==> config.mk <==
export PLATFORM = sky130hd
export DESIGN_NAME = throw_engine_top
export DESIGN_NICKNAME = d
export VERILOG_FILES = /design/src/logic/throw_pkg.sv /design/src/logic/throw_engine_top.sv /design/src/logic/flight_tracker.sv /design/src/logic/vert_motion.sv /design/src/logic/horiz_motion.sv /design/src/logic/throw_regs.sv
export VERILOG_INCLUDE_DIRS = /design/src /design/src/logic
export SDC_FILE = /design/constraint.sdc
export NUM_CORES = 1
export LEC_CHECK = 0
export ABC_AREA = 1
export ABC_CLOCK_PERIOD_IN_PS = 16900
export BUFFER_PORTS_ARGS = -buffer_cell sky130_fd_sc_hd__buf_4
export CAP_MARGIN = 20
export CORE_MARGIN = 8
export CORE_UTILIZATION = 45
export CTS_CLUSTER_DIAMETER = 100
export DETAILED_ROUTE_END_ITERATION = 6
export PLACE_DENSITY = 0.58
export RECOVER_POWER = 100
export SYNTH_ARGS = -nofsm -noshare
export SYNTH_HDL_FRONTEND = slang
export SYNTH_HIERARCHICAL = 1
export SYNTH_SLANG_ARGS = --single-unit
==> constraint.sdc <==
create_clock -name clk -period 16.9 [get_ports clk]
set_clock_uncertainty 0.15 [all_clocks]
set_input_delay 2.535 -clock clk [delete_from_list [all_inputs] [get_ports clk]]
set_output_delay 2.535 -clock clk [all_outputs]
set_load 0.05 [all_outputs]
==> src/logic/throw_cfg.svh <==
`ifndef THROW_CFG_SVH
`define THROW_CFG_SVH

// position width, signed x and y.
`define THROW_POS_W 12

// bus address width.
`define THROW_ADDR_W 8

// launch point in screen units.
`define THROW_LAUNCH_X 140
`define THROW_LAUNCH_Y 350

`define THROW_GRAVITY 1   // speed lost per tick.
`define THROW_FORCE_PCT 18   // horizontal force scale, percent.

// clock cycles per motion tick, 2 or more.
`define THROW_TICK_DIV 4

`endif
==> src/logic/throw_pkg.sv <==
`include "throw_cfg.svh"

package throw_pkg;

    typedef enum logic [1:0] {
        ST_IDLE   = 2'd0,
        ST_FLIGHT = 2'd1,
        ST_LANDED = 2'd2
    } flight_state_t;

    // register byte offsets.
    localparam logic [`THROW_ADDR_W-1:0] REG_CTRL     = 'h00;
    localparam logic [`THROW_ADDR_W-1:0] REG_FORCE    = 'h04;
    localparam logic [`THROW_ADDR_W-1:0] REG_WIND     = 'h08;
    localparam logic [`THROW_ADDR_W-1:0] REG_VELOCITY = 'h0C;
    localparam logic [`THROW_ADDR_W-1:0] REG_STATUS   = 'h10;
    localparam logic [`THROW_ADDR_W-1:0] REG_POSITION = 'h14;

    // live position while idle or in flight,
    // landing report once the throw is down.
    typedef union packed {
        struct packed {
            logic signed [15:0] x;
            logic signed [15:0] y;
        } flight_pos;
        struct packed {
            logic [15:0]        ticks;
            logic signed [15:0] land_x;
        } landing;
    } pos_word_u;

endpackage

==> src/logic/throw_engine_top.sv <==
`timescale 1ns/10ps

`include "throw_cfg.svh"

module throw_engine_top (
    input  logic                     clk,
    input  logic                     rst,
    input  logic [`THROW_ADDR_W-1:0] awaddr,
    input  logic                     awvalid,
    output logic                     awready,
    input  logic [31:0]              wdata,
    input  logic [3:0]               wstrb,
    input  logic                     wvalid,
    output logic                     wready,
    output logic [1:0]               bresp,
    output logic                     bvalid,
    input  logic                     bready,
    input  logic [`THROW_ADDR_W-1:0] araddr,
    input  logic                     arvalid,
    output logic                     arready,
    output logic [31:0]              rdata,
    output logic [1:0]               rresp,
    output logic                     rvalid,
    input  logic                     rready
);

    logic [9:0]                     throw_force;
    logic [6:0]                     wind;
    logic [5:0]                     velocity;
    logic                           launch_req;
    logic                           rearm_req;
    logic                           start;
    logic                           step;
    logic                           ground_hit;
    logic signed [`THROW_POS_W-1:0] x_pos;
    logic signed [`THROW_POS_W-1:0] y_pos;
    throw_pkg::flight_state_t       state;
    throw_pkg::pos_word_u           pos_word;

    throw_regs i_regs (
        .clk(clk), .rst(rst),
        .awaddr(awaddr), .awvalid(awvalid), .awready(awready),
        .wdata(wdata), .wstrb(wstrb), .wvalid(wvalid), .wready(wready),
        .bresp(bresp), .bvalid(bvalid), .bready(bready),
        .araddr(araddr), .arvalid(arvalid), .arready(arready),
        .rdata(rdata), .rresp(rresp), .rvalid(rvalid), .rready(rready),
        .throw_force(throw_force), .wind(wind), .velocity(velocity),
        .launch_req(launch_req), .rearm_req(rearm_req),
        .state(state), .pos_word(pos_word)
    );

    // the two axes step side by side.
    horiz_motion i_horiz (
        .clk(clk), .rst(rst), .start(start), .step(step),
        .throw_force(throw_force), .wind(wind), .x_pos(x_pos)
    );

    vert_motion i_vert (
        .clk(clk), .rst(rst), .start(start), .step(step),
        .velocity(velocity), .y_pos(y_pos), .ground_hit(ground_hit)
    );

    flight_tracker i_tracker (
        .clk(clk), .rst(rst),
        .launch_req(launch_req), .rearm_req(rearm_req), .ground_hit(ground_hit),
        .x_pos(x_pos), .y_pos(y_pos),
        .start(start), .step(step), .state(state), .pos_word(pos_word)
    );

endmodule

==> src/logic/flight_tracker.sv <==
`timescale 1ns/10ps

`include "throw_cfg.svh"

module flight_tracker (
    input  logic                           clk,
    input  logic                           rst,
    input  logic                           launch_req,
    input  logic                           rearm_req,
    input  logic                           ground_hit,
    input  logic signed [`THROW_POS_W-1:0] x_pos,
    input  logic signed [`THROW_POS_W-1:0] y_pos,
    output logic                           start,
    output logic                           step,
    output throw_pkg::flight_state_t       state,
    output throw_pkg::pos_word_u           pos_word
);

    localparam int POS_W = `THROW_POS_W;
    localparam int EXT_W = 16 - POS_W;
    localparam int DIV_W = $clog2(`THROW_TICK_DIV);
    localparam logic signed [POS_W-1:0] LAUNCH_X = `THROW_LAUNCH_X;
    localparam logic signed [POS_W-1:0] LAUNCH_Y = `THROW_LAUNCH_Y;

    logic [DIV_W-1:0]        div_cnt;
    logic [15:0]             tick_cnt;
    logic [15:0]             land_ticks;
    logic signed [POS_W-1:0] land_x;

    always_ff @(posedge clk) begin
        if (rst) begin
            state   <= throw_pkg::ST_IDLE;
            start   <= 1'b0;
            step    <= 1'b0;
            div_cnt <= '0;
        end else begin
            start <= 1'b0;
            step  <= 1'b0;
            case (state)
                throw_pkg::ST_IDLE: begin
                    if (launch_req) begin
                        state   <= throw_pkg::ST_FLIGHT;
                        start   <= 1'b1;
                        div_cnt <= '0;
                    end
                end
                throw_pkg::ST_FLIGHT: begin
                    if (ground_hit) begin
                        state <= throw_pkg::ST_LANDED; // no step after contact.
                    end else if (div_cnt == DIV_W'(`THROW_TICK_DIV - 1)) begin
                        div_cnt <= '0;
                        step    <= 1'b1;
                    end else begin
                        div_cnt <= div_cnt + 1'b1;
                    end
                end
                throw_pkg::ST_LANDED: begin
                    if (rearm_req) begin
                        state <= throw_pkg::ST_IDLE;
                    end
                end
                default: state <= throw_pkg::ST_IDLE;
            endcase
        end
    end

    always_ff @(posedge clk) begin
        if (start) begin
            tick_cnt <= '0;
        end else if (step) begin
            tick_cnt <= tick_cnt + 1'b1;
        end
        if (ground_hit) begin
            land_x     <= x_pos;
            land_ticks <= tick_cnt; // final step already counted.
        end
    end

    always_comb begin
        pos_word = '0;
        case (state)
            throw_pkg::ST_LANDED: begin
                pos_word.landing.ticks  = land_ticks;
                pos_word.landing.land_x = {{EXT_W{land_x[POS_W-1]}}, land_x};
            end
            throw_pkg::ST_FLIGHT: begin
                pos_word.flight_pos.x = {{EXT_W{x_pos[POS_W-1]}}, x_pos};
                pos_word.flight_pos.y = {{EXT_W{y_pos[POS_W-1]}}, y_pos};
            end
            default: begin
                pos_word.flight_pos.x = {{EXT_W{LAUNCH_X[POS_W-1]}}, LAUNCH_X};
                pos_word.flight_pos.y = {{EXT_W{LAUNCH_Y[POS_W-1]}}, LAUNCH_Y};
            end
        endcase
    end

    a_step_in_flight: assert property (@(posedge clk) disable iff (rst)
        step |-> state == throw_pkg::ST_FLIGHT);

    // motion units only land a throw that is in flight.
    a_hit_in_flight: assert property (@(posedge clk) disable iff (rst)
        ground_hit |-> state == throw_pkg::ST_FLIGHT);

endmodule

==> src/logic/vert_motion.sv <==
`timescale 1ns/10ps

`include "throw_cfg.svh"

module vert_motion (
    input  logic                           clk,
    input  logic                           rst,
    input  logic                           start,
    input  logic                           step,
    input  logic [5:0]                     velocity,
    output logic signed [`THROW_POS_W-1:0] y_pos,
    output logic                           ground_hit
);

    localparam int POS_W = `THROW_POS_W;
    localparam logic signed [POS_W-1:0] LAUNCH_Y = `THROW_LAUNCH_Y;
    localparam logic signed [POS_W-1:0] GRAVITY  = `THROW_GRAVITY;

    logic signed [POS_W-1:0] v;      // speed used by the next step.
    logic signed [POS_W-1:0] y_next;
    logic                    contact;

    assign y_next = y_pos + v;

    // a step that is no longer rising and ends at or below launch height.
    assign contact = (v <= 0) && (y_next <= LAUNCH_Y);

    always_ff @(posedge clk) begin
        if (start) begin
            v <= POS_W'(velocity);
        end else if (step) begin
            v <= v - GRAVITY;
        end
    end

    always_ff @(posedge clk) begin
        if (rst) begin
            y_pos      <= LAUNCH_Y;
            ground_hit <= 1'b0;
        end else begin
            ground_hit <= 1'b0;
            if (start) begin
                y_pos <= LAUNCH_Y;
            end else if (step) begin
                if (contact) begin
                    y_pos      <= LAUNCH_Y; // clamp to ground.
                    ground_hit <= 1'b1;
                end else begin
                    y_pos <= y_next;
                end
            end
        end
    end

    // landing pulse lines up with the result of a step.
    a_hit_after_step: assert property (@(posedge clk) disable iff (rst)
        ground_hit |-> $past(step));

endmodule

==> src/logic/horiz_motion.sv <==
`timescale 1ns/10ps

`include "throw_cfg.svh"

module horiz_motion (
    input  logic                           clk,
    input  logic                           rst,
    input  logic                           start,
    input  logic                           step,
    input  logic [9:0]                     throw_force,
    input  logic [6:0]                     wind,
    output logic signed [`THROW_POS_W-1:0] x_pos
);

    localparam int POS_W = `THROW_POS_W;
    localparam logic signed [POS_W-1:0] LAUNCH_X = `THROW_LAUNCH_X;

    int                      base_dx;
    int                      wind_dx;
    logic signed [POS_W-1:0] dx;
    logic signed [POS_W-1:0] dx_hold;

    // both terms truncate toward zero.
    always_comb begin
        base_dx = (int'(throw_force) * `THROW_FORCE_PCT) / 100;
        wind_dx = ((int'(wind) - 50) * int'(throw_force)) / 50; // 50 is calm air.
    end

    assign dx = POS_W'(base_dx + wind_dx);

    // settings frozen for the whole throw.
    always_ff @(posedge clk) begin
        if (start) begin
            dx_hold <= dx;
        end
    end

    always_ff @(posedge clk) begin
        if (rst) begin
            x_pos <= LAUNCH_X;
        end else if (start) begin
            x_pos <= LAUNCH_X;
        end else if (step) begin
            x_pos <= x_pos + dx_hold;
        end
    end

endmodule

==> src/logic/throw_regs.sv <==
`timescale 1ns/10ps

`include "throw_cfg.svh"

module throw_regs (
    input  logic                     clk,
    input  logic                     rst,
    input  logic [`THROW_ADDR_W-1:0] awaddr,
    input  logic                     awvalid,
    output logic                     awready,
    input  logic [31:0]              wdata,
    input  logic [3:0]               wstrb,
    input  logic                     wvalid,
    output logic                     wready,
    output logic [1:0]               bresp,
    output logic                     bvalid,
    input  logic                     bready,
    input  logic [`THROW_ADDR_W-1:0] araddr,
    input  logic                     arvalid,
    output logic                     arready,
    output logic [31:0]              rdata,
    output logic [1:0]               rresp,
    output logic                     rvalid,
    input  logic                     rready,
    output logic [9:0]               throw_force,
    output logic [6:0]               wind,
    output logic [5:0]               velocity,
    output logic                     launch_req,
    output logic                     rearm_req,
    input  throw_pkg::flight_state_t state,
    input  throw_pkg::pos_word_u     pos_word
);

    localparam logic [1:0] RESP_OKAY   = 2'b00;
    localparam logic [1:0] RESP_SLVERR = 2'b10;

    logic        wr_accept;
    logic        wr_hs;
    logic        ar_accept;
    logic        rd_hs;
    logic [31:0] rd_data;
    logic        rd_err;

    // one transaction at a time per channel.
    assign wr_accept = awvalid && wvalid && !awready && !bvalid;
    assign wr_hs     = awvalid && awready && wvalid && wready;
    assign ar_accept = arvalid && !arready && !rvalid;
    assign rd_hs     = arvalid && arready;

    // write channel. wstrb is ignored.
    always_ff @(posedge clk) begin
        if (rst) begin
            awready     <= 1'b0;
            wready      <= 1'b0;
            bvalid      <= 1'b0;
            bresp       <= RESP_OKAY;
            throw_force <= '0;
            wind        <= '0;
            velocity    <= '0;
            launch_req  <= 1'b0;
            rearm_req   <= 1'b0;
        end else begin
            launch_req <= 1'b0;
            rearm_req  <= 1'b0;
            awready    <= wr_accept;
            wready     <= wr_accept;
            if (wr_hs) begin
                bvalid <= 1'b1;
                bresp  <= RESP_OKAY;
                case (awaddr)
                    throw_pkg::REG_CTRL: begin
                        launch_req <= wdata[0];
                        rearm_req  <= wdata[1];
                    end
                    throw_pkg::REG_FORCE:    throw_force <= wdata[9:0];
                    throw_pkg::REG_WIND:     wind <= (wdata > 32'd100) ? 7'd100 : wdata[6:0];
                    throw_pkg::REG_VELOCITY: velocity <= wdata[5:0];
                    default:                 bresp <= RESP_SLVERR; // status, position, unmapped.
                endcase
            end else if (bvalid && bready) begin
                bvalid <= 1'b0;
            end
        end
    end

    always_comb begin
        rd_data = '0;
        rd_err  = 1'b0;
        case (araddr)
            throw_pkg::REG_CTRL:     rd_data = '0; // commands read as zero.
            throw_pkg::REG_FORCE:    rd_data = 32'(throw_force);
            throw_pkg::REG_WIND:     rd_data = 32'(wind);
            throw_pkg::REG_VELOCITY: rd_data = 32'(velocity);
            throw_pkg::REG_STATUS:   rd_data = 32'(state);
            throw_pkg::REG_POSITION: rd_data = pos_word;
            default:                 rd_err  = 1'b1;
        endcase
    end

    // read channel, position sampled at the address handshake.
    always_ff @(posedge clk) begin
        if (rst) begin
            arready <= 1'b0;
            rvalid  <= 1'b0;
            rdata   <= '0;
            rresp   <= RESP_OKAY;
        end else begin
            arready <= ar_accept;
            if (rd_hs) begin
                rvalid <= 1'b1;
                rdata  <= rd_data;
                rresp  <= rd_err ? RESP_SLVERR : RESP_OKAY;
            end else if (rvalid && rready) begin
                rvalid <= 1'b0;
            end
        end
    end

    a_bvalid_hold: assert property (@(posedge clk) disable iff (rst)
        bvalid && !bready |=> bvalid && $stable(bresp));

    a_rvalid_hold: assert property (@(posedge clk) disable iff (rst)
        rvalid && !rready |=> rvalid && $stable(rdata) && $stable(rresp));

endmodule

After elaboration in Yosys (flattened, before gate mapping)
Cells that the tools add are included.

word-level totals
  flip-flop bits (word level) = 164
  output and inout bits = 41

cells by class
  mux-type cells = 23
  add/subtract/negate cells = 7
  bitwise logic cells = 5
  equality and inequality tests = 15
  div/mod/pow operators = 2
  multiply operators = 2
  order comparisons = 3
  reduce and logical (&&, ||, !) cells = 35

operator list
  kind                                                    count
  case mux 32 bit (5 select lines)                        1
  case mux 32 bit (2 select lines)                        1
  adder 12 bit                                            3
  divider 32 x 7 -> 32 bit (second input constant)        1
  divider 32 x 8 -> 32 bit (second input constant)        1
  equality test 8 x 4 -> 1 bit (second input constant)    4
  > comparator 32 x 7 -> 1 bit (second input constant)    1
  multiplier 32 x 11 -> 32 bit                            1
  adder 16 x 1 -> 16 bit (second input constant)          1
  equality test 8 x 3 -> 1 bit (second input constant)    2
  equality test 8 x 5 -> 1 bit (second input constant)    2
  logical NOT 8 bit                                       2
  two-way mux 2 bit                                       8
  multiplier 10 x 4 -> 14 bit (second input constant)     1
  <= comparator 12 x 1 -> 1 bit (second input constant)   1
  <= comparator 12 x 10 -> 1 bit (second input constant)  1
  logical AND 1 bit                                       12
  two-way mux 12 bit                                      1
  two-way mux 6 bit                                       2
  subtractor 12 x 2 -> 12 bit (second input constant)     1
  OR reduction 3 bit                                      3
  != test 2 bit (second input constant)                   4
  nonzero test 2 bit                                      4
  subtractor 7 x 6 -> 8 bit (second input constant)       1
  other kinds (15)                                        33

Depth between registers and ports, before layout
  word-level depth = 5
  gate-level depth with buffers = 117

Cells and area by module
Netlist, hierarchy kept.

by module, submodules not included
  module          area an instance (µm²)  cells an instance  instances
  horiz_motion    9095.0                  1430               1
  throw_regs      2877.8                  415                1
  flight_tracker  2369.8                  260                1
  vert_motion     1851.8                  272                1

Worst setup path after synthesis
No wires, ideal clock.

  path kind = reg-to-reg
  from = register i_regs.wind[1]
  to = register i_horiz.dx_hold[11], data pin
  path buffers = 1
  setup slack = 4.173 ns
  library setup time = 0.253 ns
  arrival time = 12.324 ns
  stages on the path, launching flop included = 101
  path through = dfxtp_1 -> clkbuf_1 -> inv_1 -> ha_1 -> xnor2_1 -> nor2_1 -> fa_1 -> inv_1 -> fa_1 -> inv_1 -> fa_1 -> inv_1 -> fa_1 -> inv_1 -> ha_1 -> nand2_1 -> inv_1 -> nand2_1 -> [65 not listed] -> inv_2 -> ha_1 -> or2_2 -> o21ai_0 -> inv_1 -> ha_1 -> nand2_1 -> nor2_1 -> a211oi_1 -> o21ai_0 -> nand3_1 -> nand2_1 -> a21oi_1 -> inv_1 -> a21oi_1 -> nor2_1 -> nand3_1 -> nand2_1

on the way
  cells in the longest elaborated chain, start to end = 4

ends and longest elaborated chain
  item                          line                text
  start, declared               throw_regs.sv:26    output logic [6:0] wind,
  start signal, assigned        throw_regs.sv:76    throw_pkg::REG_WIND: wind <= (wdata > 32'd100) ? 7'd100 : wdata[6:0];
  subtractor 7 x 6 -> 8 bit     horiz_motion.sv:26  wind_dx = ((int'(wind) - 50) * int'(throw_force)) / 50;
  multiplier 32 x 11 -> 32 bit  horiz_motion.sv:26
  divider 32 x 7 -> 32 bit      horiz_motion.sv:26
  adder 12 bit                  horiz_motion.sv:29  assign dx = POS_W'(base_dx + wind_dx);
  named net i_horiz.dx[11]      horiz_motion.sv:20  logic signed [POS_W-1:0] dx;
  end signal, assigned          horiz_motion.sv:34  dx_hold <= dx;
  end, declared                 horiz_motion.sv:21  logic signed [POS_W-1:0] dx_hold;

The timed path passes the listed nets, and every way through them passes these cells.
A chain may end at the register's enable or synchronous reset.

Final worst setup path
Ends and elaborated chain as after synthesis.

==> qor.csv <==
metric;value;unit
status;finished, violations left;
failing checks;capacitance limit, slew limit;
Setup WS post-layout;1.73;ns
PortBufs;93;
router iterations before antenna repair;5;
Max Cap Violations;4;
internal power;798;uW
ys async rst share;0;%
PwrDens;74.0;mW/mm2
Cells after Synth;2377;
Final period util;89.7;%
Top cell by count, worst path;nand2_4;
Tot Pwr;1.30;mW
Net Sw Frac;38.7;%
# DRC;0;
Slew HR;-13.3;%
r2r startpoint;i_regs/wind[1];
total negative slack;0;ns
final-stage net count;2658;
Worst Hold End;i_tracker/start;
drt via density;5.01;
antenna viol nets, final;0;
Worst VDD drop;0.0000720;V
via count;14600;
r2r worst-path depth;99;
Final setup viols;0;
EDFF count, synth;46;
cells resized by post-CTS repair;0;
first-pass GRT wire length;68200;um
max incr delay on CP;0.83;ns
hold path cells;2;
sequential-to-total area share from yosys stat;22.9;%
Comb pwr share;37.9;%
post-place setup slack;2.02;ns
most common cell in the netlist;nand2_1;
total setup buffers inserted after CTS;0;
Clock Sinks;162;
final hold viol count;0;
Worst setup EP type;flip-flop;
vias in the first global route;14100;
FF-to-FF End;i_horiz/dx_hold[11];
commonest cells in the netlist;543 x nand2_1, 360 x inv_1, 239 x nor2_1, 162 x nand3_1, 156 x a21oi_1;
post-cts hold buffer count;0;
WP data required;16.92;ns
YS warnings;6;
Tmin final;15.17;ns
Yosys top cell by area;dfxtp_1;
worst-margin pin slew;1.70;ns
min-delay src;i_regs/launch_req;
Mapped Area;0.0162;mm2
top achievable clock speed;65.9;MHz
Skew-Pair Late Insertion Delay;0.43;ns
Detailed Place HPWL;33600;um
WP buf/inv;9;
# diodes;0;
Area growth, synth to finish;8.58;%
Core ar.;0.0355;mm2
clock slew at reported path FFs;0.08;ns
CTS tree;done;
Startpoint Class;flip-flop;
starting density of the core;45.6;%
IO Count;100;
Crit Path Max Fanout;28;
slowest stage cell, crit path;xnor2_1;
Hold Path Class;reg2reg;
Die H;206;um
CTS max path bufs;2;
Placer Congestion;0.859;
die area;0.0423;mm2
top cells by area, synth;dfxtp_1 14%, nand2_1 13%, edfxtp_1 8.5%;
share of layout cells above drive strength 1;13.6;%
cell leakage power;8.92;nW
Top delay family on crit path;simple AND/OR/NAND/NOR gates;
root buffer selected by CTS;clkbuf_16;
die span in x;206;um
Worst Hold Slack;0.292;ns
grt total ovfl;0;
WL/cell;14.0;um
post-synthesis cell type count;65;
largest net degree at the start of global routing;46;
top_reg_cell synth;dfxtp_1;
gr usage total;19.6;%
Synth top area share;14.3;%
drt total wl;40800;um
Num CTS Buffers;17;
Clk network pwr share;30.4;%
r2r setup slk;1.73;ns
num rows;69;
drt initial violations;646;
Seq pwr share;31.8;%
P_sw;504;uW
Slew Limit Fails;99;
Avg Cell Area, Syn;6.81;um2
RSZ-0062 raised after global routing;false;
Worst Setup Path Type;reg2reg;
initial antenna violation count;0;
crit path DAT;15.19;ns
H-tree depth;4;
FF+latch count, synth;162;
==> worst max-delay path by stage <==
stage                               from                  end  cells past startpoint
after floorplan           i_regs/wind[1]  i_horiz/dx_hold[11]                    100
after global placement    i_regs/wind[1]  i_horiz/dx_hold[11]                     99
after detailed placement  i_regs/wind[1]  i_horiz/dx_hold[11]                     95
after CTS                 i_regs/wind[1]  i_horiz/dx_hold[11]                     95
after global routing      i_regs/wind[1]  i_horiz/dx_hold[11]                     97
final                     i_regs/wind[1]  i_horiz/dx_hold[11]                     99
==> power groups by stage <==
stage	clock network (mW)	registers, mW	logic, mW
after floorplan	0	0.432	0.391
after global placement	0	0.422	0.489
after detailed placement	0	0.422	0.498
after CTS	0.403	0.414	0.501
after global routing	0.422	0.414	0.554
final	0.396	0.413	0.493
==> worst reg2reg max path: cells and delay by family, from the launching register on <==
kind,cells,cell delay [ns]
xor gates and xnor gates,1,0.83
DFF,1,0.68
adders and majority gates,8,3.15
and+or+nand+nor,75,8.27
AOI/OAI and AO/OA,6,1.23
buffers and inverters,9,0.62
==> sequential cells by signal (all words and copies together), names as in the netlist, 12 cells and up <==
name and count:
i_vert/v 12, i_tracker/land_ticks 16, i_tracker/tick_cnt 16, i_tracker/land_x 12, i_horiz/dx_hold 12, i_vert/y_pos 12, i_horiz/x_pos 12, i_regs/rdata 32
==> stage by stage <==
step	instance area [um2]	cells	util, %
detailed placement	17200	2883	48.4
CTS	17800	2915	50.1
global route	17600	2916	49.6
floorplan	16200	2378	-
finish	17600	2916	49.6
global placement	17200	2883	48.4
==> logic make-up after synthesis <==
family / Yosys count / share of synthesized area (%)
buffers and inverters: 459 / 11.6
DFF: 162 / 22.9
and+or+nand+nor: 1212 / 36.2
adders and majority gates: 157 / 14.6
other: 1 / 0.0232
AOI/OAI and AO/OA: 318 / 11.0
xor gates and xnor gates: 68 / 3.77
==> cell type report <==
class                      instances  area (um2)
clock buffer                      20         479
clock inverter                    12         135
fill                            3664       17900
inverter                         404        1530
multi-input combinational       1757       10600
sequential                       162        3700
tap                              461         577
timing repair buffer             100         586
==> routing by layer <==
| metal | global-route usage [%] | up-vias | wire [um] |
|---|---|---|---|
| li1 | - | 7691 | - |
| met1 | 22.9 | 6674 | 17600 |
| met2 | 37.2 | 201 | 21200 |
| met3 | 1.86 | 36 | 1200 |
| met4 | 5.21 | 0 | 736 |
| met5 | 0 | - | 0 |
==> cell usage in the layout, fill, tap and decap left out, drive strengths merged, types with 54 or more instances in the layout <==
cell type  instances
a21oi            166
buf               54
clkbuf            66
dfxtp            116
ha               104
inv              406
nand2            679
nand3            180
nor2             269
o21ai            109
No activity file was read; power rests on OpenSTA's default activity.
